[config.mk]
export PLATFORM = sky130hd
export DESIGN_NAME = odd_pipe
export DESIGN_NICKNAME = d
export VERILOG_FILES = /design/src/logic/odd_pipe_pkg.sv /design/src/logic/permute_unit.sv /design/src/logic/branch_unit.sv /design/src/logic/odd_issue.sv /design/src/logic/forward_stage.sv /design/src/logic/forward_select.sv /design/src/logic/odd_pipe.sv
export VERILOG_INCLUDE_DIRS = /design/src /design/src/logic
export SDC_FILE = /design/constraint.sdc
export NUM_CORES = 2
export LEC_CHECK = 0
export ABC_AREA = 1
export BUFFER_PORTS_ARGS = -buffer_cell sky130_fd_sc_hd__buf_2
export CORE_MARGIN = 10
export CORE_UTILIZATION = 62
export DETAILED_ROUTE_END_ITERATION = 6
export GPL_TIMING_DRIVEN = 0
export PLACE_DENSITY = 0.92
export SLEW_MARGIN = 20
export SYNTH_ARGS = -nofsm -noshare
export SYNTH_HDL_FRONTEND = slang
export SYNTH_SLANG_ARGS = --single-unit
[constraint.sdc]
create_clock -name clock -period 5.23 [get_ports clock]
set_clock_uncertainty 0.05 [all_clocks]
set_input_delay 0.523 -clock clock [delete_from_list [all_inputs] [get_ports clock]]
set_output_delay 0.523 -clock clock [all_outputs]
set_load 0.01 [all_outputs]
[src/logic/odd_pipe_defs.svh]
`ifndef ODD_PIPE_DEFS_SVH
`define ODD_PIPE_DEFS_SVH

// datapath widths, bit 0 is the msb everywhere
`define ODD_QUAD_W      128
`define ODD_ADDR_W      7
`define ODD_PC_W        32
`define ODD_I7_W        7
`define ODD_I16_W       16

// packet side fields
`define ODD_LAT_W       4
`define ODD_UID_W       3

// registered stages behind the stage-1 packet
`define ODD_FWD_STAGES  7

// local store limit, applied to every branch target
`define ODD_LSLR        32'h0003_FFFF

// unit latencies in chain positions
`define ODD_PERM_LAT    4
`define ODD_BR_LAT      1

`endif

[src/logic/odd_pipe_pkg.sv]
`default_nettype none

`include "odd_pipe_defs.svh"

package odd_pipe_pkg;

    // odd pipe instruction codes, NOP marks an empty issue slot
    typedef enum logic [4:0] {
        // shifts and rotates by bits or bytes
        SHLQBI   = 5'd0,
        SHLQBII  = 5'd1,
        SHLQBY   = 5'd2,
        SHLQBYI  = 5'd3,
        SHLQBYBI = 5'd4,
        ROTQBY   = 5'd5,
        ROTQBYI  = 5'd6,
        ROTQBYBI = 5'd7,
        ROTQBI   = 5'd8,
        ROTQBII  = 5'd9,
        // gather lsb of each element
        GBB      = 5'd10,
        GBH      = 5'd11,
        GB       = 5'd12,
        // branches
        BR       = 5'd13,
        BRA      = 5'd14,
        BRSL     = 5'd15,
        BRASL    = 5'd16,
        BRNZ     = 5'd17,
        BRZ      = 5'd18,
        BRHNZ    = 5'd19,
        BRHZ     = 5'd20,
        NOP      = 5'd31
    } odd_opcode_e;

    // producer of a packet in the forwarding chain
    typedef enum logic [`ODD_UID_W-1:0] {
        NONE    = 3'd0,
        PERMUTE = 3'd5,
        BRANCH  = 3'd7
    } unit_id_e;

endpackage

`default_nettype wire

[src/logic/permute_unit.sv]
`timescale 1ns/10ps
`default_nettype none

`include "odd_pipe_defs.svh"

module permute_unit (
    input  odd_pipe_pkg::odd_opcode_e opcode,
    input  logic [0:`ODD_QUAD_W-1]    ra,
    input  logic [0:`ODD_QUAD_W-1]    rb,
    input  logic [0:`ODD_I7_W-1]      i7,
    output logic [0:`ODD_QUAD_W-1]    perm_value
);

    // shift amount in bits, byte counts are scaled by 8 here
    logic [0:7] shift_amt;
    logic       rotate;
    logic       do_shift;
    logic [0:31] gathered;
    logic [0:`ODD_QUAD_W-1] fill;
    logic [0:2*`ODD_QUAD_W-1] shifted;

    always_comb
    begin
        shift_amt = '0;
        rotate    = 1'b0;
        do_shift  = 1'b0;
        gathered  = '0;
        case (opcode)
            odd_pipe_pkg::SHLQBI:
            begin
                do_shift  = 1'b1;
                shift_amt = {5'b00000, rb[29:31]};
            end
            odd_pipe_pkg::SHLQBII:
            begin
                do_shift  = 1'b1;
                shift_amt = {5'b00000, i7[4:6]};
            end
            odd_pipe_pkg::SHLQBY:
            begin
                do_shift  = 1'b1;
                shift_amt = {rb[27:31], 3'b000};
            end
            odd_pipe_pkg::SHLQBYI:
            begin
                do_shift  = 1'b1;
                shift_amt = {i7[2:6], 3'b000};
            end
            odd_pipe_pkg::SHLQBYBI:
            begin
                do_shift  = 1'b1;
                shift_amt = {rb[24:28], 3'b000};
            end
            odd_pipe_pkg::ROTQBY:
            begin
                do_shift  = 1'b1;
                rotate    = 1'b1;
                shift_amt = {1'b0, rb[28:31], 3'b000};
            end
            odd_pipe_pkg::ROTQBYI:
            begin
                do_shift  = 1'b1;
                rotate    = 1'b1;
                shift_amt = {1'b0, i7[3:6], 3'b000};
            end
            odd_pipe_pkg::ROTQBYBI:
            begin
                do_shift  = 1'b1;
                rotate    = 1'b1;
                shift_amt = {1'b0, rb[25:28], 3'b000};
            end
            odd_pipe_pkg::ROTQBI:
            begin
                do_shift  = 1'b1;
                rotate    = 1'b1;
                shift_amt = {5'b00000, rb[29:31]};
            end
            odd_pipe_pkg::ROTQBII:
            begin
                do_shift  = 1'b1;
                rotate    = 1'b1;
                shift_amt = {5'b00000, i7[4:6]};
            end
            // element 0 lands leftmost in the right-aligned field
            odd_pipe_pkg::GBB:
            begin
                for (int j = 0; j < 16; j++)
                    gathered[16+j] = ra[8*j+7];
            end
            odd_pipe_pkg::GBH:
            begin
                for (int j = 0; j < 8; j++)
                    gathered[24+j] = ra[16*j+15];
            end
            odd_pipe_pkg::GB:
            begin
                for (int j = 0; j < 4; j++)
                    gathered[28+j] = ra[32*j+31];
            end
            default:
            begin
                do_shift = 1'b0;
            end
        endcase
    end

    // lower half refills from ra for rotates and stays zero for shifts;
    // byte counts past 15 push everything out of the upper half
    assign fill    = rotate ? ra : '0;
    assign shifted = {ra, fill} << shift_amt;

    assign perm_value = do_shift ? shifted[0:`ODD_QUAD_W-1]
                                 : {gathered, {(`ODD_QUAD_W-32){1'b0}}};

endmodule

`default_nettype wire

[src/logic/branch_unit.sv]
`timescale 1ns/10ps
`default_nettype none

`include "odd_pipe_defs.svh"

module branch_unit (
    input  logic                      clock,
    input  logic                      reset,
    input  odd_pipe_pkg::odd_opcode_e opcode,
    input  logic [0:`ODD_I16_W-1]     i16,
    input  logic [0:`ODD_PC_W-1]      pc_in,
    input  logic [0:`ODD_QUAD_W-1]    rt_in,
    output logic [0:`ODD_QUAD_W-1]    link_value,
    output logic                      pc_valid,
    output logic [0:`ODD_PC_W-1]      pc_out
);

    logic [0:`ODD_PC_W-1] offset;
    logic [0:`ODD_PC_W-1] seq_pc;
    logic [0:`ODD_PC_W-1] rel_target;
    logic [0:`ODD_PC_W-1] abs_target;
    logic [0:`ODD_PC_W-1] target;
    logic                 word_zero;
    logic                 half_zero;
    logic                 is_branch;

    // word offset, sign-extended
    assign offset = {{(`ODD_PC_W-`ODD_I16_W-2){i16[0]}}, i16, 2'b00};

    assign seq_pc     = (pc_in + `ODD_PC_W'(4)) & `ODD_LSLR;
    assign rel_target = (pc_in + offset) & `ODD_LSLR;
    assign abs_target = offset & `ODD_LSLR;

    assign word_zero = (rt_in[0:31] == 32'd0);
    assign half_zero = (rt_in[16:31] == 16'd0);

    // link word goes to word 0 of rt
    assign link_value = {seq_pc, {(`ODD_QUAD_W-`ODD_PC_W){1'b0}}};

    always_comb
    begin
        is_branch = 1'b1;
        target    = seq_pc;
        case (opcode)
            odd_pipe_pkg::BR,  odd_pipe_pkg::BRSL:  target = rel_target;
            odd_pipe_pkg::BRA, odd_pipe_pkg::BRASL: target = abs_target;
            // conditional forms fall through to pc + 4
            odd_pipe_pkg::BRNZ:  if (!word_zero) target = rel_target;
            odd_pipe_pkg::BRZ:   if (word_zero)  target = rel_target;
            odd_pipe_pkg::BRHNZ: if (!half_zero) target = rel_target;
            odd_pipe_pkg::BRHZ:  if (half_zero)  target = rel_target;
            default: is_branch = 1'b0;
        endcase
    end

    always_ff @(posedge clock)
    begin
        if (reset)
            pc_valid <= 1'b0;
        else
            pc_valid <= is_branch;
    end

    always_ff @(posedge clock)
    begin
        pc_out <= target;
    end

    // an aligned pc from issue must stay aligned through the target math
    assert property (@(posedge clock) disable iff (reset)
        pc_valid |-> (pc_out[`ODD_PC_W-2:`ODD_PC_W-1] == 2'b00));

endmodule

`default_nettype wire

[src/logic/odd_issue.sv]
`timescale 1ns/10ps
`default_nettype none

`include "odd_pipe_defs.svh"

module odd_issue (
    input  logic                      clock,
    input  logic                      reset,
    input  odd_pipe_pkg::odd_opcode_e opcode,
    input  logic [0:`ODD_QUAD_W-1]    ra,
    input  logic [0:`ODD_QUAD_W-1]    rb,
    input  logic [0:`ODD_QUAD_W-1]    rt_in,
    input  logic [0:`ODD_ADDR_W-1]    rt_address,
    input  logic [0:`ODD_I7_W-1]      i7,
    input  logic [0:`ODD_I16_W-1]     i16,
    input  logic [0:`ODD_PC_W-1]      pc_in,
    output odd_pipe_pkg::unit_id_e    st_uid,
    output logic [0:`ODD_QUAD_W-1]    st_value,
    output logic                      st_wr_en,
    output logic [0:`ODD_ADDR_W-1]    st_addr,
    output logic [0:`ODD_LAT_W-1]     st_lat,
    output logic                      st_ready,
    output logic                      pc_valid,
    output logic [0:`ODD_PC_W-1]      pc_out
);

    odd_pipe_pkg::odd_opcode_e opcode_r;
    logic [0:`ODD_QUAD_W-1] ra_r;
    logic [0:`ODD_QUAD_W-1] rb_r;
    logic [0:`ODD_QUAD_W-1] rt_in_r;
    logic [0:`ODD_ADDR_W-1] rt_address_r;
    logic [0:`ODD_I7_W-1]   i7_r;
    logic [0:`ODD_I16_W-1]  i16_r;
    logic [0:`ODD_PC_W-1]   pc_r;
    logic [0:`ODD_QUAD_W-1] perm_value;
    logic [0:`ODD_QUAD_W-1] link_value;

    // empty slot after reset
    always_ff @(posedge clock)
    begin
        if (reset)
            opcode_r <= odd_pipe_pkg::NOP;
        else
            opcode_r <= opcode;
    end

    always_ff @(posedge clock)
    begin
        ra_r         <= ra;
        rb_r         <= rb;
        rt_in_r      <= rt_in;
        rt_address_r <= rt_address;
        i7_r         <= i7;
        i16_r        <= i16;
        pc_r         <= pc_in;
    end

    permute_unit u_permute (
        .opcode     (opcode_r),
        .ra         (ra_r),
        .rb         (rb_r),
        .i7         (i7_r),
        .perm_value (perm_value)
    );

    branch_unit u_branch (
        .clock      (clock),
        .reset      (reset),
        .opcode     (opcode_r),
        .i16        (i16_r),
        .pc_in      (pc_r),
        .rt_in      (rt_in_r),
        .link_value (link_value),
        .pc_valid   (pc_valid),
        .pc_out     (pc_out)
    );

    always_comb
    begin
        st_uid   = odd_pipe_pkg::NONE;
        st_value = '0;
        st_wr_en = 1'b0;
        st_lat   = '0;
        case (opcode_r)
            odd_pipe_pkg::SHLQBI,  odd_pipe_pkg::SHLQBII, odd_pipe_pkg::SHLQBY,
            odd_pipe_pkg::SHLQBYI, odd_pipe_pkg::SHLQBYBI,
            odd_pipe_pkg::ROTQBY,  odd_pipe_pkg::ROTQBYI, odd_pipe_pkg::ROTQBYBI,
            odd_pipe_pkg::ROTQBI,  odd_pipe_pkg::ROTQBII,
            odd_pipe_pkg::GBB,     odd_pipe_pkg::GBH,     odd_pipe_pkg::GB:
            begin
                st_uid   = odd_pipe_pkg::PERMUTE;
                st_value = perm_value;
                st_wr_en = 1'b1;
                st_lat   = `ODD_LAT_W'(`ODD_PERM_LAT);
            end
            // only the set-link forms write rt
            odd_pipe_pkg::BRSL, odd_pipe_pkg::BRASL:
            begin
                st_uid   = odd_pipe_pkg::BRANCH;
                st_value = link_value;
                st_wr_en = 1'b1;
                st_lat   = `ODD_LAT_W'(`ODD_BR_LAT);
            end
            odd_pipe_pkg::BR,   odd_pipe_pkg::BRA,
            odd_pipe_pkg::BRNZ, odd_pipe_pkg::BRZ,
            odd_pipe_pkg::BRHNZ, odd_pipe_pkg::BRHZ:
            begin
                st_uid   = odd_pipe_pkg::BRANCH;
                st_value = link_value;
                st_lat   = `ODD_LAT_W'(`ODD_BR_LAT);
            end
            default:
            begin
                st_uid = odd_pipe_pkg::NONE;
            end
        endcase
    end

    assign st_addr = rt_address_r;

    // stage-1 position counts as index 1
    assign st_ready = st_wr_en && (st_lat <= `ODD_LAT_W'(1));

    // a zero latency write would never be flagged ready anywhere in the chain
    assert property (@(posedge clock) disable iff (reset)
        st_wr_en |-> (st_lat != '0));

endmodule

`default_nettype wire

[src/logic/forward_stage.sv]
`timescale 1ns/10ps
`default_nettype none

`include "odd_pipe_defs.svh"

module forward_stage #(
    parameter int STAGE_INDEX = 2
) (
    input  logic                   clock,
    input  logic                   reset,
    input  odd_pipe_pkg::unit_id_e prev_uid,
    input  logic [0:`ODD_QUAD_W-1] prev_value,
    input  logic                   prev_wr_en,
    input  logic [0:`ODD_ADDR_W-1] prev_addr,
    input  logic [0:`ODD_LAT_W-1]  prev_lat,
    output odd_pipe_pkg::unit_id_e uid,
    output logic [0:`ODD_QUAD_W-1] value,
    output logic                   wr_en,
    output logic [0:`ODD_ADDR_W-1] addr,
    output logic [0:`ODD_LAT_W-1]  lat,
    output logic                   ready
);

    always_ff @(posedge clock)
    begin
        if (reset)
        begin
            uid   <= odd_pipe_pkg::NONE;
            value <= '0;
            wr_en <= 1'b0;
            addr  <= '0;
            lat   <= '0;
        end
        else
        begin
            uid   <= prev_uid;
            value <= prev_value;
            wr_en <= prev_wr_en;
            addr  <= prev_addr;
            lat   <= prev_lat;
        end
    end

    // result may be forwarded once the unit latency has elapsed
    assign ready = wr_en && (int'(lat) <= STAGE_INDEX);

endmodule

`default_nettype wire

[src/logic/forward_select.sv]
`timescale 1ns/10ps
`default_nettype none

`include "odd_pipe_defs.svh"

module forward_select (
    input  logic                   clock,
    input  logic                   reset,
    input  odd_pipe_pkg::unit_id_e uid   [0:`ODD_FWD_STAGES],
    input  logic [0:`ODD_QUAD_W-1] value [0:`ODD_FWD_STAGES],
    input  logic                   wr_en [0:`ODD_FWD_STAGES],
    input  logic [0:`ODD_ADDR_W-1] addr  [0:`ODD_FWD_STAGES],
    input  logic [0:`ODD_LAT_W-1]  lat   [0:`ODD_FWD_STAGES],
    input  logic                   ready [0:`ODD_FWD_STAGES],
    input  logic [0:`ODD_ADDR_W-1] query_address,
    output logic                   fwd_hit,
    output logic [0:`ODD_QUAD_W-1] fwd_value,
    output logic                   rf_wr_en,
    output logic [0:`ODD_ADDR_W-1] rf_addr,
    output logic [0:`ODD_QUAD_W-1] rf_value
);

    // walk from oldest to newest so the newest ready match wins
    always_comb
    begin
        fwd_hit   = 1'b0;
        fwd_value = '0;
        for (int p = `ODD_FWD_STAGES; p >= 0; p--)
        begin
            if (ready[p] && (addr[p] == query_address))
            begin
                fwd_hit   = 1'b1;
                fwd_value = value[p];
            end
        end
    end

    // packet leaving the chain is the register file write
    assign rf_wr_en = wr_en[`ODD_FWD_STAGES];
    assign rf_addr  = addr[`ODD_FWD_STAGES];
    assign rf_value = value[`ODD_FWD_STAGES];

    // writes must carry the unit that produced them all the way down
    assert property (@(posedge clock) disable iff (reset)
        rf_wr_en |-> (uid[`ODD_FWD_STAGES] != odd_pipe_pkg::NONE));

endmodule

`default_nettype wire

[src/logic/odd_pipe.sv]
`timescale 1ns/10ps
`default_nettype none

`include "odd_pipe_defs.svh"

module odd_pipe (
    input  logic                      clock,
    input  logic                      reset,
    input  odd_pipe_pkg::odd_opcode_e opcode,
    input  logic [0:`ODD_QUAD_W-1]    ra,
    input  logic [0:`ODD_QUAD_W-1]    rb,
    input  logic [0:`ODD_QUAD_W-1]    rt_in,
    input  logic [0:`ODD_ADDR_W-1]    rt_address,
    input  logic [0:`ODD_I7_W-1]      i7,
    input  logic [0:`ODD_I16_W-1]     i16,
    input  logic [0:`ODD_PC_W-1]      pc_in,
    input  logic [0:`ODD_ADDR_W-1]    query_address,
    output logic                      fwd_hit,
    output logic [0:`ODD_QUAD_W-1]    fwd_value,
    output logic                      rf_wr_en,
    output logic [0:`ODD_ADDR_W-1]    rf_addr,
    output logic [0:`ODD_QUAD_W-1]    rf_value,
    output logic                      pc_valid,
    output logic [0:`ODD_PC_W-1]      pc_out
);

    // position 0 is the stage-1 packet, 1..7 the registered stages
    odd_pipe_pkg::unit_id_e pos_uid   [0:`ODD_FWD_STAGES];
    logic [0:`ODD_QUAD_W-1] pos_value [0:`ODD_FWD_STAGES];
    logic                   pos_wr_en [0:`ODD_FWD_STAGES];
    logic [0:`ODD_ADDR_W-1] pos_addr  [0:`ODD_FWD_STAGES];
    logic [0:`ODD_LAT_W-1]  pos_lat   [0:`ODD_FWD_STAGES];
    logic                   pos_ready [0:`ODD_FWD_STAGES];

    odd_issue u_issue (
        .clock      (clock),
        .reset      (reset),
        .opcode     (opcode),
        .ra         (ra),
        .rb         (rb),
        .rt_in      (rt_in),
        .rt_address (rt_address),
        .i7         (i7),
        .i16        (i16),
        .pc_in      (pc_in),
        .st_uid     (pos_uid[0]),
        .st_value   (pos_value[0]),
        .st_wr_en   (pos_wr_en[0]),
        .st_addr    (pos_addr[0]),
        .st_lat     (pos_lat[0]),
        .st_ready   (pos_ready[0]),
        .pc_valid   (pc_valid),
        .pc_out     (pc_out)
    );

    for (genvar g = 0; g < `ODD_FWD_STAGES; g++)
    begin : g_stage
        forward_stage #(
            .STAGE_INDEX (g + 2)
        ) u_stage (
            .clock      (clock),
            .reset      (reset),
            .prev_uid   (pos_uid[g]),
            .prev_value (pos_value[g]),
            .prev_wr_en (pos_wr_en[g]),
            .prev_addr  (pos_addr[g]),
            .prev_lat   (pos_lat[g]),
            .uid        (pos_uid[g+1]),
            .value      (pos_value[g+1]),
            .wr_en      (pos_wr_en[g+1]),
            .addr       (pos_addr[g+1]),
            .lat        (pos_lat[g+1]),
            .ready      (pos_ready[g+1])
        );
    end

    forward_select u_select (
        .clock         (clock),
        .reset         (reset),
        .uid           (pos_uid),
        .value         (pos_value),
        .wr_en         (pos_wr_en),
        .addr          (pos_addr),
        .lat           (pos_lat),
        .ready         (pos_ready),
        .query_address (query_address),
        .fwd_hit       (fwd_hit),
        .fwd_value     (fwd_value),
        .rf_wr_en      (rf_wr_en),
        .rf_addr       (rf_addr),
        .rf_value      (rf_value)
    );

endmodule

`default_nettype wire

==> out/qor.yml, run 1 <==
clocking:
  cts_max_path_buffers: 3
  cts_inserted_buffers: 108
  h-tree-depth: 3
  post-cts-setup-buffer-count: 0
  cts-root-buf: "sky130_fd_sc_hd__clkbuf_16"
  clock_sinks: 1196
synth:
  synth.top_cells.by_count: "sky130_fd_sc_hd__nand2_1 (1316), sky130_fd_sc_hd__nand3_1 (1314), sky130_fd_sc_hd__dfxtp_1 (1196), sky130_fd_sc_hd__inv_1 (1020), sky130_fd_sc_hd__nor2_1 (996)"
  ys_seq_area_share_pct: 44.3
  synth.ff_latch_count: 1196
  synth_largest_area_cell: "sky130_fd_sc_hd__dfxtp_1"
  ys_top_cells_by_area: "sky130_fd_sc_hd__dfxtp_1 (44%), sky130_fd_sc_hd__nand3_1 (12%), sky130_fd_sc_hd__nand2_1 (9.1%)"
  yosysWarnings: 0
  netlist_area_sq_mm: 0.0541
  most_used_flip_flop_cell_after_synthesis: "sky130_fd_sc_hd__dfxtp_1"
  synth_top_area_share_pct: 44.3
  share_of_async_settable_or_async_resettable_flops_after_synthesis_pct: 0
  synth_edf_count: 0
  yosysMostFrequentCell: "sky130_fd_sc_hd__nand2_1"
  syn-instance-count: 7831
  synthesized_area_per_cell_sq_um: 6.91
  synth.distinct_cells: 54
die:
  placement_rows: 108
  num_io_pins: 758
  die_w_um: 315
  chipHeight_um: 315
  floorplan.initialDensity_pct: 62.4
global_routing:
  grt_pass1_vias: 69000
  grt_pass1_wl_um: 469000
  grt_max_degree: 19
  grt-ovfl-total: 383
  grt_util_all_layers_pct: 64.1
outcome:
  run_status: "did not finish"
  failing_step: "global routing (5_1_grt)"
  flow.first_error: "[ERROR GRT-0116] Global routing finished with congestion. Check the congestion regions in the DRC Viewer."
placed_design:
  preCtsSetupSlack_ps: -39.0
  io_buffers: 504
  gp_routability_congestion: 1.64
  dp_hpwl_um: 191000
## per-stage QoR
step / instances / utilization [%] / instance area [sq um] / hold slack (ps)
3_3_place_gp: 9503 / 67.1 / 58100 / 344
4_1_cts: 9921 / 73.9 / 64000 / 97.3
2_1_floorplan: 7844 / - / 54100 / 338
3_5_place_dp: 9503 / 67.1 / 58100 / 353
## logic make-up after synthesis
family / Yosys count / synth area share (%)
buffers and inverters: 1592 / 11.7
other: 1 / 0.00693
adders and majority gates: 17 / 0.407
xor gates and xnor gates: 38 / 0.615
and+or+nand+nor: 3777 / 30.0
AOI/OAI and AO/OA: 1210 / 13.0
DFF: 1196 / 44.3
## repair_timing
| item | in CTS |
|---|---|
| endpoints found under the setup margin | 26 |
| hold buffers | 219 |
| gates resized for setup | 5 |
| endpoints found under the hold margin | 219 |
## metal layers
metal / track usage, % / GRT overflow
met1: 63.3 / 24
met2: 79.1 / 187
met3: 54.5 / 33
met4: 56.6 / 139
met5: 29.9 / 0
==> run 2, diff against run 1 <==
Settings changed: CORE_UTILIZATION 62 to 40, PLACE_DENSITY 0.92 to not set, PLACE_DENSITY_LB_ADDON set to 0.15.
==> run 2 against run 1 <==
Synthesized cell count unchanged. The flow now finishes, with violations (design-rule violations, negative setup slack). Synthesized area stayed put.
==> out/qor.yml, run 2 <==
cells_and_area:
  area.sequential_sq_mm: 0.0239
  drive_gt1_share_pct: 12.6
  multi_input_comb_area_sq_mm: 0.0242
  final_core_utilization_pct: 49.2
  largest_register_ffs: 896
  area.growth.synth_to_final_pct: 21.9
  fin_nets: 9166
  regMostFlops: "g_stage.u_stage.value"
  biggestRegsByFlops: "g_stage.u_stage.value: 896 flops, u_issue.ra_r: 128 flops, g_stage.u_stage.addr: 49 flops"
  layout.cells.most_common: "sky130_fd_sc_hd__nand3_1"
  fillCellCount: 12800
  layout_common_cells: "sky130_fd_sc_hd__nand3_1 (1283), sky130_fd_sc_hd__nand2_1 (1281), sky130_fd_sc_hd__dfxtp_1 (1196)"
detailed_routing:
  finalWirelength_um: 352000
  violation_count_after_the_first_detailed_routing_iteration: 9703
  remaining_drc_errors: 4
  detailedRoute.firstPassIterationCount: 7
  antenna_violating_nets_post_route: 0
  vias: 63500
  routed_wire_length_per_instance_um: 33.3
  vias_per_cell: 6.01
clocking:
  cts-root-buf: "sky130_fd_sc_hd__clkbuf_16"
  clk_pin_slew_ps: 60
  worstSkewPairLatency_ps: 840
  clock_sinks: 1196
  cts_inserted_buffers: 111
  cts_max_path_buffers: 3
  cts_tree: "yes"
  h-tree-depth: 3
placed_design:
  dp_hpwl_um: 281000
  preCtsSetupSlack_ps: -384
  io_buffers: 504
  gp_routability_congestion: 1.10
timing:
  timing.final.setup_violations: 9
  hold_violations: 0
  max_freq_ghz: 0.187
  max_slew.worst_pin.slew_ps: 1410
  fin_ws_ps: -123
  timing.final.max_slew_violations: 0
  setup-tns-final_ps: -396
  whs_ps: 211
  slew_headroom_pct: 6.17
  fin_crit_ps: 5350
  unrepaired_setup_endpoints_after_global_routing: "true"
  crit_share_post_route_pct: 102
synth:
  synthesized_area_per_cell_sq_um: 6.91
  yosysMostFrequentCell: "sky130_fd_sc_hd__nand2_1"
  synth_largest_area_cell: "sky130_fd_sc_hd__dfxtp_1"
  synth.ff_latch_count: 1196
  most_used_flip_flop_cell_after_synthesis: "sky130_fd_sc_hd__dfxtp_1"
  synth_edf_count: 0
  syn-instance-count: 7831
  ys_seq_area_share_pct: 44.3
  ys_top_cells_by_area: "sky130_fd_sc_hd__dfxtp_1 (44%), sky130_fd_sc_hd__nand3_1 (12%), sky130_fd_sc_hd__nand2_1 (9.1%)"
  synth_top_area_share_pct: 44.3
  share_of_async_settable_or_async_resettable_flops_after_synthesis_pct: 0
  synth.distinct_cells: 54
  netlist_area_sq_mm: 0.0541
  yosysWarnings: 0
  synth.top_cells.by_count: "sky130_fd_sc_hd__nand2_1 (1316), sky130_fd_sc_hd__nand3_1 (1314), sky130_fd_sc_hd__dfxtp_1 (1196), sky130_fd_sc_hd__inv_1 (1020), sky130_fd_sc_hd__nor2_1 (996)"
setup_path:
  critical_path.slowest_cell: "sky130_fd_sc_hd__dfxtp_1"
  critical-path-max-stage-delay_ps: 430
  crit_chain: "inv_2 -> nor2_2 -> nand4_4 -> nand2_4 -> buf_4 -> buf_4 -> nand2_1 -> nand3_1 -> nand3_1 -> nand3_1 -> nand2_1 -> inv_1 -> nand2_1 -> nand3_1 -> nand3_1 -> nand4_1 -> buf_4 -> nand2_1 -> nand2_1 -> nand2_1 -> buf_2"
  worstPathArrival_ps: 4780
  path_common_cell: "sky130_fd_sc_hd__nand2_1"
  worstSetupStartpointType: "register"
  r2r_setup_slack_ps: 110
  r2r.worst_path.cells: 10
  crit_path_max_fanout: 10
  worstReg2RegEnd: "g_stage[0].u_stage.value[117]"
  worstSetupPathType: "reg -> out"
  worst_ep_required_time_ps: 4660
  endpoint_kind: "output port"
  critical_path.reg2reg.startpoint: "u_issue.opcode_r[2]"
die:
  core_footprint_sq_mm: 0.134
  design.die.area_sq_mm: 0.150
  die_w_um: 388
  floorplan.initialDensity_pct: 40.4
  chipHeight_um: 388
  num_io_pins: 758
  placement_rows: 134
global_routing:
  grt_pass1_vias: 60300
  antenna_found_initial: 38
  grt_pass1_wl_um: 473000
  grt_max_degree: 22
  grt_util_all_layers_pct: 44.4
  grt-ovfl-total: 0
power:
  fin_total_pwr_mw: 20.4
  clkPwrFrac_pct: 43.6
  seqPwrFrac_pct: 46.0
  power.net_switching_mw: 5.53
  vdd.ir_drop.worst_uv: 337
  power.static_leakage_nw: 28.8
  cellPowerDensity_mw_per_mm2: 310
  combinational_share_of_power_pct: 10.4
  p_sw_share_pct: 27.1
  internal-power_mw: 14.9
outcome:
  violations: "design-rule violations, negative setup slack"
  run_status: "finished with violations"
worst_hold_path:
  hold_path_depth: 4
  whs_endpoint: "g_stage[0].u_stage.value[1]"
  hold_path.startpoint: "reset"
  min_path_type: "in -> reg"
run:
  timing.max_cap.violations: 0
==> run 2: metrics by stage <==
| stage | cells | instance area [sq um] |
|---|---|---|
| floorplan | 7844 | 54100 |
| global placement | 10100 | 58900 |
| detailed placement | 10100 | 59000 |
| CTS | 10600 | 65400 |
| global route | 10600 | 65900 |
| finish | 10600 | 65900 |
==> run 2: critical path: cells and delay by family, from the launching register on <==
family	cells	cell delay, ps
and+or+nand+nor	15	2490
buffers and inverters	6	1060
DFF	1	430
==> run 2: final cells by class <==
type | count | share of cell area [%]
Multi-Input combinational cell | 5056 | 36.8
Sequential cell | 1196 | 36.3
Timing Repair Buffer | 733 | 7.30
Inverter | 1042 | 5.95
Clock buffer | 158 | 4.95
Buffer | 549 | 4.10
Tap cell | 1768 | 3.35
Clock inverter | 53 | 1.21
Antenna cell | 19 | 0.0721
==> run 2: worst max path at each step <==
stage	end	slack [ps]	startpoint
global placement	fwd_value[122]	-1050	query_address[1]
global route	fwd_value[29]	-30	u_issue.opcode_r[0]
detailed placement	fwd_value[122]	-380	query_address[1]
floorplan	fwd_value[33]	2230	query_address[1]
finish	fwd_value[29]	-120	u_issue.opcode_r[0]
CTS	fwd_value[15]	-30	u_issue.opcode_r[4]
==> run 2: logic make-up (layout without fill, tap and decap cells) <==
group                      count (synthesis)  in the layout  share of synthesized area [%]
AOI/OAI and AO/OA                       1210           1210                           13.0
xor gates and xnor gates                  38             38                          0.615
and+or+nand+nor                         3777           3777                           30.0
adders and majority gates                 17             17                          0.407
other                                      1             33                        0.00693
DFF                                     1196           1196                           44.3
buffers and inverters                   1592           2535                           11.7
==> run 2: routing by layer <==
metal	up-vias	GRT usage, %	part of all wire [%]
met3	1057	14.7	12
li1	27100	-	-
met4	32	25.9	7.3
met1	30700	54.3	38
met2	4668	67.7	42
met5	-	0.542	0.084
==> run 2: repair_timing <==
| action | in CTS | in global routing |
|---|---|---|
| pin swaps | 2 | 1 |
| hold endpoints to repair | 219 | 0 |
| resized for setup | 73 | 148 |
| setup buffers | 3 | 2 |
| hold buffers | 219 | 0 |
| endpoints found under the setup margin | 69 | 27 |
==> run 2: power groups by stage <==
stage               Sequential (mW)  Clock (mW)  Combinational [mW]
floorplan                      9.54           0               0.914
global placement               9.58           0                1.83
detailed placement             9.58           0                1.83
CTS                            9.38        8.82                1.97
global route                   9.39        9.20                2.17
finish                         9.39        8.89                2.13
No activity file was read; power rests on OpenSTA's default activity.
